## src/source/rv_pkg.sv

```systemverilog
package rv_pkg;

    localparam int xlen = 64;

    typedef enum logic [3:0] {
        alu_add,
        alu_sub,
        alu_and,
        alu_or,
        alu_xor,
        alu_slt,
        alu_sll,
        alu_srl,
        alu_sra,
        alu_mulw,
        alu_divw
    } alu_op_e;

    // alu_w is the low word of the alu result, sign extended
    typedef enum logic [2:0] {
        wb_alu,
        wb_alu_w,
        wb_upper,
        wb_pc4,
        wb_load
    } wb_sel_e;

    typedef enum logic [1:0] {
        size_b,
        size_h,
        size_w,
        size_d
    } mem_size_e;

    typedef enum logic [2:0] {
        br_none,
        br_eq,
        br_ne,
        br_lt,
        br_ge
    } br_cond_e;

    typedef struct packed {
        logic [4:0]      rd;
        logic [4:0]      rs1;
        logic [4:0]      rs2;
        logic [xlen-1:0] imm;
        alu_op_e         alu_op;
        logic            op_a_pc;
        logic            op_b_imm;
        logic            is_word;
        wb_sel_e         wb_sel;
        logic            reg_write;
        br_cond_e        br_cond;
        logic            jal;
        logic            jalr;
        logic            load;
        logic            store;
        logic            load_unsigned;
        mem_size_e       mem_size;
        logic            ebreak;
    } dec_t;

    typedef struct packed {
        logic [xlen-1:0] addr;
        logic [xlen-1:0] wdata;
        logic [7:0]      wmask;
        logic            we;
        logic            re;
    } mem_req_t;

endpackage

```

## src/source/rv_decode.sv

```systemverilog
`timescale 1ns/100ps

module rv_decode (
    input  logic [31:0]  instr,
    output rv_pkg::dec_t dec
);

    logic [6:0]              opcode;
    logic [2:0]              funct3;
    logic [6:0]              funct7;
    logic [rv_pkg::xlen-1:0] imm_i;
    logic [rv_pkg::xlen-1:0] imm_s;
    logic [rv_pkg::xlen-1:0] imm_b;
    logic [rv_pkg::xlen-1:0] imm_u;
    logic [rv_pkg::xlen-1:0] imm_j;
    logic                    legal;

    assign opcode = instr[6:0];
    assign funct3 = instr[14:12];
    assign funct7 = instr[31:25];

    assign imm_i = {{52{instr[31]}}, instr[31:20]};
    assign imm_s = {{52{instr[31]}}, instr[31:25], instr[11:7]};
    assign imm_b = {{51{instr[31]}}, instr[31], instr[7], instr[30:25], instr[11:8], 1'b0};
    assign imm_u = {{32{instr[31]}}, instr[31:12], 12'b0};
    assign imm_j = {{43{instr[31]}}, instr[31], instr[19:12], instr[20], instr[30:21], 1'b0};

    always_comb begin
        legal   = 1'b1;
        dec     = '0;
        dec.rd  = instr[11:7];
        dec.rs1 = instr[19:15];
        dec.rs2 = instr[24:20];
        case (opcode)
            7'b0110111: begin
                dec.imm       = imm_u;
                dec.wb_sel    = rv_pkg::wb_upper;
                dec.reg_write = 1'b1;
            end
            7'b0010111: begin
                dec.imm       = imm_u;
                dec.op_a_pc   = 1'b1;
                dec.op_b_imm  = 1'b1;
                dec.reg_write = 1'b1;
            end
            7'b0010011: begin
                dec.imm       = imm_i;
                dec.op_b_imm  = 1'b1;
                dec.reg_write = 1'b1;
                // shamt sits in imm[5:0], srai also carries imm[10]
                case (funct3)
                    3'b000: dec.alu_op = rv_pkg::alu_add;
                    3'b001: begin
                        if (funct7[6:1] == 6'b000000) dec.alu_op = rv_pkg::alu_sll;
                        else legal = 1'b0;
                    end
                    3'b010: dec.alu_op = rv_pkg::alu_slt;
                    3'b100: dec.alu_op = rv_pkg::alu_xor;
                    3'b101: begin
                        if (funct7[6:1] == 6'b000000) dec.alu_op = rv_pkg::alu_srl;
                        else if (funct7[6:1] == 6'b010000) dec.alu_op = rv_pkg::alu_sra;
                        else legal = 1'b0;
                    end
                    3'b110: dec.alu_op = rv_pkg::alu_or;
                    3'b111: dec.alu_op = rv_pkg::alu_and;
                    default: legal = 1'b0;
                endcase
            end
            7'b0110011: begin
                dec.reg_write = 1'b1;
                case ({funct7, funct3})
                    10'b0000000_000: dec.alu_op = rv_pkg::alu_add;
                    10'b0100000_000: dec.alu_op = rv_pkg::alu_sub;
                    10'b0000000_001: dec.alu_op = rv_pkg::alu_sll;
                    10'b0000000_010: dec.alu_op = rv_pkg::alu_slt;
                    10'b0000000_100: dec.alu_op = rv_pkg::alu_xor;
                    10'b0000000_101: dec.alu_op = rv_pkg::alu_srl;
                    10'b0100000_101: dec.alu_op = rv_pkg::alu_sra;
                    10'b0000000_110: dec.alu_op = rv_pkg::alu_or;
                    10'b0000000_111: dec.alu_op = rv_pkg::alu_and;
                    default: legal = 1'b0;
                endcase
            end
            7'b0011011: begin
                // addiw only
                dec.imm       = imm_i;
                dec.op_b_imm  = 1'b1;
                dec.is_word   = 1'b1;
                dec.wb_sel    = rv_pkg::wb_alu_w;
                dec.reg_write = 1'b1;
                legal         = (funct3 == 3'b000);
            end
            7'b0111011: begin
                dec.is_word   = 1'b1;
                dec.wb_sel    = rv_pkg::wb_alu_w;
                dec.reg_write = 1'b1;
                case ({funct7, funct3})
                    10'b0000000_000: dec.alu_op = rv_pkg::alu_add;
                    10'b0000001_000: dec.alu_op = rv_pkg::alu_mulw;
                    10'b0000001_100: dec.alu_op = rv_pkg::alu_divw;
                    default: legal = 1'b0;
                endcase
            end
            7'b1101111: begin
                dec.imm       = imm_j;
                dec.jal       = 1'b1;
                dec.wb_sel    = rv_pkg::wb_pc4;
                dec.reg_write = 1'b1;
            end
            7'b1100111: begin
                dec.imm       = imm_i;
                dec.op_b_imm  = 1'b1;
                dec.jalr      = 1'b1;
                dec.wb_sel    = rv_pkg::wb_pc4;
                dec.reg_write = 1'b1;
                legal         = (funct3 == 3'b000);
            end
            7'b1100011: begin
                dec.imm = imm_b;
                case (funct3)
                    3'b000: dec.br_cond = rv_pkg::br_eq;
                    3'b001: dec.br_cond = rv_pkg::br_ne;
                    3'b100: dec.br_cond = rv_pkg::br_lt;
                    3'b101: dec.br_cond = rv_pkg::br_ge;
                    default: legal = 1'b0;
                endcase
            end
            7'b0000011: begin
                dec.imm       = imm_i;
                dec.op_b_imm  = 1'b1;
                dec.load      = 1'b1;
                dec.wb_sel    = rv_pkg::wb_load;
                dec.reg_write = 1'b1;
                case (funct3)
                    3'b000: dec.mem_size = rv_pkg::size_b;
                    3'b010: dec.mem_size = rv_pkg::size_w;
                    3'b011: dec.mem_size = rv_pkg::size_d;
                    3'b100: begin
                        dec.mem_size      = rv_pkg::size_b;
                        dec.load_unsigned = 1'b1;
                    end
                    default: legal = 1'b0;
                endcase
            end
            7'b0100011: begin
                dec.imm      = imm_s;
                dec.op_b_imm = 1'b1;
                dec.store    = 1'b1;
                case (funct3)
                    3'b000: dec.mem_size = rv_pkg::size_b;
                    3'b001: dec.mem_size = rv_pkg::size_h;
                    3'b010: dec.mem_size = rv_pkg::size_w;
                    3'b011: dec.mem_size = rv_pkg::size_d;
                    default: legal = 1'b0;
                endcase
            end
            7'b1110011: begin
                dec.ebreak = 1'b1;
                legal      = (instr == 32'h0010_0073);
            end
            default: legal = 1'b0;
        endcase

        // anything unrecognised becomes a nop
        if (!legal) begin
            dec = '0;
        end
    end

endmodule

```

## config.mk

```make
export PLATFORM = sky130hd
export DESIGN_NAME = rv_decode
export DESIGN_NICKNAME = d
export VERILOG_FILES = /design/src/source/rv_pkg.sv /design/src/source/rv_decode.sv
export SDC_FILE = /design/constraint.sdc
export NUM_CORES = 1
export LEC_CHECK = 0
export ABC_AREA = 1
export BUFFER_PORTS_ARGS = -buffer_cell sky130_fd_sc_hd__buf_2
export CORE_MARGIN = 5
export CORE_UTILIZATION = 43
export DETAILED_ROUTE_END_ITERATION = 6
export PLACE_DENSITY = 0.84
export SLEW_MARGIN = 25
export SYNTH_ARGS = -nofsm -noshare
export SYNTH_HDL_FRONTEND = slang
export SYNTH_SLANG_ARGS = --single-unit
```

## constraint.sdc

```tcl
create_clock -name vclk -period 4
set_input_delay 0.8 -clock vclk [all_inputs]
set_output_delay 0.8 -clock vclk [all_outputs]
set_load 0.01 [all_outputs]
```

Word-level counts from Yosys, hierarchy flattened
Index checks and enable logic that the tools add are counted.
{"block": "word_totals", "mem_count": 0, "ff_bits": 0, "latch_bits": 0, "output_inout_bits": 101, "ramBits": 0, "mem_bits_ro": 0, "word_cells": 84}
{"block": "classes", "n_div": 0, "n_eq_ne": 31, "mul": 0, "muxes": 36, "bitwise_logic": 0, "order_cmp": 0, "n_reduce_logical": 17, "n_shift": 0, "addsub": 0}
{"op": "case mux 64 bit (5 select lines)", "count": 1}
{"op": "2-to-1 mux 101 bit", "count": 1}
{"op": "equality test 10 x 3 -> 1 bit, second input constant", "count": 4}
{"op": "equality test 32 x 21 -> 1 bit, second input constant", "count": 1}
{"op": "case mux 4 bit (8 select lines)", "count": 1}
{"op": "equality test 7 x 6 -> 1 bit, second input constant", "count": 4}
{"op": "equality test 7 bit, second input constant", "count": 4}
{"op": "case mux 3 bit (4 select lines)", "count": 2}
{"op": "case mux 4 bit (6 select lines)", "count": 1}
{"op": "equality test 7 x 5 -> 1 bit, second input constant", "count": 3}
{"op": "equality test 10 x 4 -> 1 bit, second input constant", "count": 2}
{"op": "equality test 10 x 9 -> 1 bit, second input constant", "count": 2}
{"op": "2-to-1 mux 1 bit", "count": 19}
{"op": "OR reduction 9 bit", "count": 2}
{"op": "OR reduction 4 bit", "count": 4}
{"op": "equality test 3 bit, second input constant", "count": 4}
{"op": "case mux 4 bit (3 select lines)", "count": 1}
{"op": "equality test 10 x 1 -> 1 bit, second input constant", "count": 1}
{"op": "equality test 10 x 2 -> 1 bit, second input constant", "count": 1}
{"op": "zero test 10 bit", "count": 1}
{"op": "case mux 1 bit (9 select lines)", "count": 1}
{"op": "2-to-1 mux 4 bit", "count": 2}
{"op": "case mux 2 bit (2 select lines)", "count": 2}
{"op": "case mux 4 bit (2 select lines)", "count": 1}
{"op": "13 further kinds", "count": 19}

Logic depth before layout (Yosys ltp)
Gate-level depths: netlist of the first run.
{"block": "logic_depth", "ltp_word": 6, "mapped_depth": 14}

Least setup slack after synthesis of the first run
OpenSTA, ideal clock, no wires.
{"block": "synth_path", "path_type": "input to output", "start": "input port instr[13]", "end": "output port dec[54] in the netlist's numbering", "path_slack_ns": 0.418, "path_stages": 12, "arrival_time_ns": 2.782, "n_path_buf": 3, "path_cell_list": "buf_2 -> nor2_1 -> nand2_1 -> nor2_1 -> nand2_1 -> nor2_1 -> nor2_1 -> nand3_4 -> buf_6 -> nand2_1 -> inv_1 -> buf_4"}
{"element": "start: declaration", "line": "rv_decode.sv:4", "text": "input logic [31:0] instr,"}
{"element": "end: declaration", "line": "rv_decode.sv:5", "text": "output rv_pkg::dec_t dec"}

==> impl_metrics.py, run 1 <==
metrics = {
    "timing": {
        "final-setup-viol-count": 0,
        "fin_tns_setup_ns": 0,
        "slew_headroom": 0.686,
        "timing.final.max_slew_violations": 0,
        "clock.fmax_ghz": 0.282,
        "fin_crit_sh": 0.888,
        "rsz0062_at_grt": "no",
        "min_period_ns": 3.55,
        "hold_viol": 0,
        "tightest_slew_ns": 0.471,
    },
    "route": {
        "num_vias": 2533,
        "first_pass_iters": 5,
        "drt-total-wl_um": 5910,
        "routed_via_density": 4.82,
        "wire_per_inst_um": 11.2,
        "final_antenna_net_count": 0,
        "drt_iter0_markers": 148,
        "drc": 0,
    },
    "global_routing": {
        "grt_pass1_wl_um": 9320,
        "grt_pass1_vias": 2194,
        "gr-total-overflow": 0,
        "grt_max_degree": 35,
        "antenna_found_initial": 0,
        "gr-usage-all-layers": 0.198,
    },
    "die": {
        "io-pin-count": 133,
        "core_sq_um": 4060,
        "rows": 23,
        "initial_utilization": 0.450,
        "die-area_sq_um": 5650,
        "die_y_um": 75.2,
        "die_x_um": 75.2,
    },
    "clocking": {
        "cts_resized": 0,
        "cts_setup_buffers": 0,
        "hold_buffers": 0,
    },
    "worst_hold_path": {
        "min-delay-start": "instr[17]",
        "hold_path_depth": 4,
        "min_to": "dec[93]",
        "hold_path.class": "in -> out",
    },
    "finish": {
        "diodes": 0,
        "n_sequential_cell": 0,
        "fin_cells": 526,
        "areaGrowthSynthToFinish_pct": 24.2,
        "drive_gt1_frac": 0.332,
        "nets": 510,
        "seq_area_sq_um": 0,
        "nClkBuffers": 0,
        "final_common_cell": "buf_2",
        "layout_common_cells": "133 x buf_2, 125 x nand2_1, 84 x inv_1, 41 x nor2_1, 22 x nand3_1",
    },
    "critical_path": {
        "critPathKind": "in -> out",
        "required_ns": 3.20,
        "cp_data_arrival_time_ns": 2.75,
        "cp-start-kind": "primary input",
        "cp-end-kind": "primary output",
        "cp_max_fo": 33,
    },
    "run_status": {
        "status": "finished clean",
    },
    "placed_design": {
        "gp_congestion": 0.916,
        "dp_cells": 526,
        "place_hpwl_um": 5090,
        "portBuffers": 133,
    },
    "power_and_ir_drop": {
        "power.density_nw_per_um2": 40.0,
        "leakage_nw": 1.88,
        "ir_worst_vdd_v": 0.0000371,
    },
    "synthesis": {
        "synthCells": 383,
        "yosysWarnings": 0,
        "synth.avg_cell_area_sq_um": 4.77,
        "ys_seq_area_frac": 0,
        "synth_cell_types": 22,
        "synth_nets": 415,
        "syn_area_sq_um": 1830,
    },
    "job": {
        "max_cap_violations": 0,
    },
}
metrics by stage:
step | util | power (mW) | instance area (sq um) | setup slack [ns] | hold WS (ns)
2_1_floorplan | - | 0.0536 | 1830 | 0.418 | 1.70
3_3_place_gp | 0.559 | 0.0886 | 2270 | 0.485 | 1.90
6_report | 0.559 | 0.0907 | 2270 | 0.450 | 1.90
4_1_cts | 0.559 | 0.0897 | 2270 | 0.446 | 1.90
3_5_place_dp | 0.559 | 0.0894 | 2270 | 0.450 | 1.90
5_1_grt | 0.559 | 0.102 | 2270 | 0.127 | 1.92
cell type report:
cell class	instances	area (sq um)
inverter	92	345
tap	50	62.6
multi-input combinational	245	1140
timing repair buffer	139	723
fill	466	1790
per-layer routing:
metal | track usage | share of wire | vias to the layer above
met5 | 0 | 0 | -
met4 | 0.0155 | 0.0014 | 0
met3 | 0.0240 | 0.11 | 2
met2 | 0.372 | 0.48 | 126
met1 | 0.249 | 0.40 | 1082
li1 | - | - | 1323
worst max path at each step:
stage,from,cells past startpoint,endpoint,slack (ns)
finish,instr[2],14,dec[79],0.45
global route,instr[2],14,dec[82],0.13
CTS,instr[2],14,dec[58],0.45
detailed placement,instr[2],14,dec[58],0.45
global placement,instr[2],14,dec[75],0.48
floorplan,instr[13],12,dec[54],0.42
power by group:
| group | internal [mW] | switching (mW) | total, mW |
|---|---|---|---|
| Clock | 0 | 0 | 0 |
| Combinational | 0.0305 | 0.0601 | 0.0907 |
| Sequential | 0 | 0 | 0 |
| Total | 0.0305 | 0.0601 | 0.0907 |
synth_stat cells, types with 3 or more instances:
| cell | count | share of area |
|---|---|---|
| a21oi_1 | 5 | 0.014 |
| a41oi_1 | 6 | 0.029 |
| buf_2 | 5 | 0.014 |
| buf_4 | 34 | 0.14 |
| buf_6 | 5 | 0.031 |
| inv_1 | 84 | 0.17 |
| inv_2 | 8 | 0.016 |
| nand2_1 | 125 | 0.26 |
| nand2_2 | 3 | 0.010 |
| nand3_1 | 22 | 0.060 |
| nand4_1 | 8 | 0.027 |
| nor2_1 | 41 | 0.084 |
| nor2_2 | 3 | 0.010 |
| o211ai_1 | 15 | 0.062 |
| o21ai_0 | 9 | 0.025 |
critical path: stages:
cell,delay (ns)
buf_2,0.11
inv_1,0.08
nand2_1,0.07
nor2_2,0.37
nand2_1,0.27
nor2_1,0.14
nor2_1,0.05
nand3_1,0.07
nor2_1,0.07
nand3_4,0.19
nand2_1,0.08
inv_1,0.06
buf_4,0.22
buf_2,0.17
logic make-up after synthesis:
kind of cell           after synthesis  synth area share
AO/OA/AOI/OAI                       37             0.138
AND/OR/NAND/NOR                    208             0.485
buffers and inverters              138             0.377
Power figures use the tool's default switching activity.
==> run 2: changes to the inputs <==
==> constraint.sdc (replaced) <==
create_clock -name vclk -period 4
set_input_delay 0.4 -clock vclk [all_inputs]
set_output_delay 0.4 -clock vclk [all_outputs]
set_load 0.01 [all_outputs]
==> impl_metrics.py, run 2 (synthesis results as in run 1) <==
metrics = {
    "run_status": {
        "status": "finished clean",
    },
    "die": {
        "initial_utilization": 0.450,
        "io-pin-count": 133,
        "die_y_um": 75.2,
        "core_sq_um": 4060,
        "rows": 23,
        "die-area_sq_um": 5650,
        "die_x_um": 75.2,
    },
    "power_and_ir_drop": {
        "ir_worst_vdd_v": 0.0000284,
        "internal_power_mw": 0.0293,
        "p_total_mw": 0.0904,
        "power_frac_seq": 0,
        "power.density_nw_per_um2": 40.7,
        "p_comb_frac": 1.000,
        "p_clk_frac": 0,
        "p_sw_mw": 0.0611,
        "leakage_nw": 1.86,
        "swShare": 0.676,
    },
    "worst_hold_path": {
        "hold_path.class": "in -> out",
        "min-delay-start": "instr[9]",
        "hold_path_depth": 4,
        "min_to": "dec[98]",
    },
    "finish": {
        "multi_input_area_sq_um": 1140,
        "seq_area_sq_um": 0,
        "n_fill_cell": 442,
        "fin_util": 0.547,
        "drive_gt1_frac": 0.325,
        "n_sequential_cell": 0,
        "areaGrowthSynthToFinish_pct": 21.4,
        "nClkBuffers": 0,
        "layout_common_cells": "133 x buf_2, 125 x nand2_1, 84 x inv_1, 41 x nor2_1, 22 x nand3_1",
        "nets": 505,
        "final_area_sq_um": 2220,
        "fin_cells": 521,
        "diodes": 0,
        "final_common_cell": "buf_2",
    },
    "critical_path": {
        "cp-start-kind": "primary input",
        "cp_data_arrival_time_ns": 2.76,
        "cp-end-kind": "primary output",
        "cp_max_fo": 33,
        "required_ns": 3.60,
        "critPathKind": "in -> out",
    },
    "clocking": {
        "cts_setup_buffers": 0,
        "cts_resized": 0,
        "hold_buffers": 0,
    },
    "global_routing": {
        "grt_max_degree": 43,
        "gr-usage-all-layers": 0.199,
        "grt_util_met2": 0.382,
        "antenna_found_initial": 0,
        "gr-total-overflow": 0,
        "grt_pass1_wl_um": 9340,
        "grt_busiest_layer": "met2",
        "grt_pass1_vias": 2134,
        "met3_usage": 0.0147,
        "gr-usage-met1": 0.252,
    },
    "timing": {
        "fin_crit_sh": 0.789,
        "rsz0062_at_grt": "no",
        "min_period_ns": 3.16,
        "slew_headroom": 0.618,
        "holdWs_ns": 1.10,
        "final-setup-viol-count": 0,
        "tightest_slew_ns": 0.572,
        "worst_slack_ns": 0.843,
        "timing.final.max_slew_violations": 0,
        "clock.fmax_ghz": 0.317,
        "fin_tns_setup_ns": 0,
        "hold_viol": 0,
    },
    "placed_design": {
        "place_hpwl_um": 5160,
        "place_area_sq_um": 2220,
        "dp_cells": 521,
        "gp_congestion": 0.875,
        "portBuffers": 133,
        "dp_slack_ns": 0.844,
    },
    "route": {
        "drt_iter0_markers": 146,
        "routed_via_density": 4.83,
        "drc": 0,
        "wire_per_inst_um": 11.7,
        "drt-total-wl_um": 6110,
        "first_pass_iters": 5,
        "num_vias": 2516,
        "final_antenna_net_count": 0,
    },
    "job": {
        "max_cap_violations": 0,
    },
}
==> run 2: cell types whose count changed in the layout (fill, tap and decap cells not counted), sizes merged <==
| cell | delta |
|---|---|
| buf | -5 |
==> run 2: worst max path at each step <==
| stage | start | endpoint | slack, ns | depth (start not counted) |
|---|---|---|---|---|
| finish | instr[2] | dec[84] | 0.84 | 13 |
| global route | instr[2] | dec[82] | 0.47 | 13 |
| CTS | instr[2] | dec[84] | 0.84 | 13 |
| detailed placement | instr[2] | dec[84] | 0.84 | 13 |
| global placement | instr[2] | dec[75] | 0.97 | 13 |
| floorplan | instr[13] | dec[54] | 1.22 | 12 |
==> run 2: cell type report <==
cell class         instances  area share
inverters                 92       0.156
well taps                 50      0.0282
repair buffers           134       0.303
multi-input cells        245       0.513
==> run 2: per-layer routing <==
| metal | share of wire | wire (um) |
|---|---|---|
| met5 | 0 | 0 |
| met4 | 0 | 0 |
| met3 | 0.11 | 643 |
| met2 | 0.50 | 3040 |
| met1 | 0.40 | 2430 |
==> run 2: power groups by stage <==
| stage | Clock, mW | Combinational, mW | Sequential, mW |
|---|---|---|---|
| floorplan | 0 | 0.0536 | 0 |
| global placement | 0 | 0.0878 | 0 |
| detailed placement | 0 | 0.0888 | 0 |
| CTS | 0 | 0.0891 | 0 |
| global route | 0 | 0.100 | 0 |
| finish | 0 | 0.0904 | 0 |
==> run 2: critical path: stages <==
cell and delay (ns):
buf_2 0.11, inv_1 0.08, nand2_1 0.06, nor2_2 0.40
inv_1 0.17, nor2_4 0.20, nor2_4 0.09, nand2_1 0.08
nand2_1 0.25, o211ai_1 0.17, nand2_1 0.08, inv_1 0.43
buf_2 0.24
==> run 3: changes to the inputs <==
--- a/config.mk
+++ b/config.mk
@@ -8,9 +8,9 @@
 export ABC_AREA = 1
 export BUFFER_PORTS_ARGS = -buffer_cell sky130_fd_sc_hd__buf_2
 export CORE_MARGIN = 5
-export CORE_UTILIZATION = 43
+export CORE_UTILIZATION = 39
 export DETAILED_ROUTE_END_ITERATION = 6
-export PLACE_DENSITY = 0.84
+export PLACE_DENSITY = 0.81
 export SLEW_MARGIN = 25
 export SYNTH_ARGS = -nofsm -noshare
 export SYNTH_HDL_FRONTEND = slang
==> constraint.sdc (replaced) <==
create_clock -name vclk -period 2.7
set_input_delay 0.27 -clock vclk [all_inputs]
set_output_delay 0.27 -clock vclk [all_outputs]
set_load 0.01 [all_outputs]
==> impl_metrics.py, run 3 (synthesis results as in run 1) <==
metrics = {
    "timing": {
        "clock.fmax_ghz": 0.412,
        "fin_crit_sh": 0.899,
        "holdWs_ns": 0.840,
        "hold_viol": 0,
        "slew_headroom": 0.730,
        "rsz0062_at_grt": "no",
        "min_period_ns": 2.43,
        "final-setup-viol-count": 0,
        "tightest_slew_ns": 0.404,
        "timing.final.max_slew_violations": 0,
        "fin_tns_setup_ns": 0,
    },
    "critical_path": {
        "cp-start-kind": "primary input",
        "cp_data_arrival_time_ns": 2.16,
        "cp-end-kind": "primary output",
        "required_ns": 2.43,
        "critPathKind": "in -> out",
        "cp_max_fo": 33,
        "crit_path_start": "instr[4]",
    },
    "die": {
        "core_sq_um": 4630,
        "rows": 25,
        "die_y_um": 78.4,
        "die_x_um": 78.4,
        "die-area_sq_um": 6150,
        "io-pin-count": 133,
        "initial_utilization": 0.395,
    },
    "finish": {
        "nClkBuffers": 0,
        "drive_gt1_frac": 0.336,
        "final_area_sq_um": 2300,
        "final_common_cell": "buf_2",
        "seq_area_sq_um": 0,
        "fin_cells": 533,
        "diodes": 0,
        "n_sequential_cell": 0,
        "layout_common_cells": "133 x buf_2, 125 x nand2_1, 84 x inv_1, 41 x nor2_1, 22 x nand3_1",
        "areaGrowthSynthToFinish_pct": 25.7,
        "nets": 513,
        "fin_util": 0.496,
    },
    "worst_hold_path": {
        "hold_path.class": "in -> out",
        "min-delay-start": "instr[19]",
    },
    "route": {
        "drt_iter0_markers": 103,
        "routed_via_density": 4.76,
        "first_pass_iters": 4,
        "drt-total-wl_um": 6020,
        "drc": 0,
        "num_vias": 2536,
        "final_antenna_net_count": 0,
        "wire_per_inst_um": 11.3,
    },
    "global_routing": {
        "grt_max_degree": 34,
        "antenna_found_initial": 0,
        "grt_pass1_wl_um": 9630,
        "gr-usage-all-layers": 0.181,
        "grt_pass1_vias": 2154,
        "gr-total-overflow": 0,
    },
    "power_and_ir_drop": {
        "leakage_nw": 1.90,
        "ir_worst_vdd_v": 0.0000335,
        "power.density_nw_per_um2": 59.7,
    },
    "clocking": {
        "hold_buffers": 0,
        "cts_resized": 0,
        "cts_setup_buffers": 0,
    },
    "placed_design": {
        "place_area_sq_um": 2300,
        "portBuffers": 133,
        "gp_congestion": 0.909,
        "place_hpwl_um": 5170,
        "dp_cells": 533,
    },
    "run_status": {
        "status": "finished clean",
    },
    "job": {
        "max_cap_violations": 0,
    },
}
run 3: changes by cell type in the layout (fill, tap and decap cells not counted), sizes merged:
cell and change:
buf +8
run 3: path summary, 6_finish.rpt:
kind / to / slack, ns / cells past startpoint
max: dec[68] / 0.27 / 14
min: dec[95] / 0.84 / 4
run 3: per-stage QoR:
| stage | power, mW | worst slack [ns] |
|---|---|---|
| final | 0.137 | 0.273 |
| after CTS | 0.136 | 0.274 |
| after detailed placement | 0.135 | 0.278 |
| after global routing | 0.153 | 0.0568 |
| after global placement | 0.134 | 0.295 |
| after floorplan | 0.0795 | 0.178 |
run 3: report_power, final:
group | total [mW] | internal [mW] | switching (mW) | leakage (nW)
logic | 0.137 | 0.0465 | 0.0905 | 1.90
clock network | 0 | 0 | 0 | 0
registers | 0 | 0 | 0 | 0
run 3: metal layers:
| layer | GRT usage | wire, um | vias up |
|---|---|---|---|
| met1 | 0.232 | 2670 | 1104 |
| met4 | 0.00524 | 0 | 0 |
| met3 | 0.0138 | 495 | 0 |
| met5 | 0 | 0 | - |
| met2 | 0.344 | 2850 | 105 |
| li1 | - | - | 1327 |
run 3: layout make-up:
type,count,area (sq um)
fillers,536,2330
repair buffers,142,746
inverters,92,345
well taps,54,67.6
multi-input cells,245,1140
run 3: worst max-delay path, cell delays in order:
cell and delay [ns]:
buf_2 0.12, inv_2 0.08, nand2_2 0.08, nor2_2 0.05
nand2_1 0.31, nand2_2 0.09, nor2_1 0.11, nand3_1 0.08
nor2_1 0.17, nand3_4 0.26, nand2_1 0.14, inv_1 0.04
buf_4 0.19, buf_2 0.16
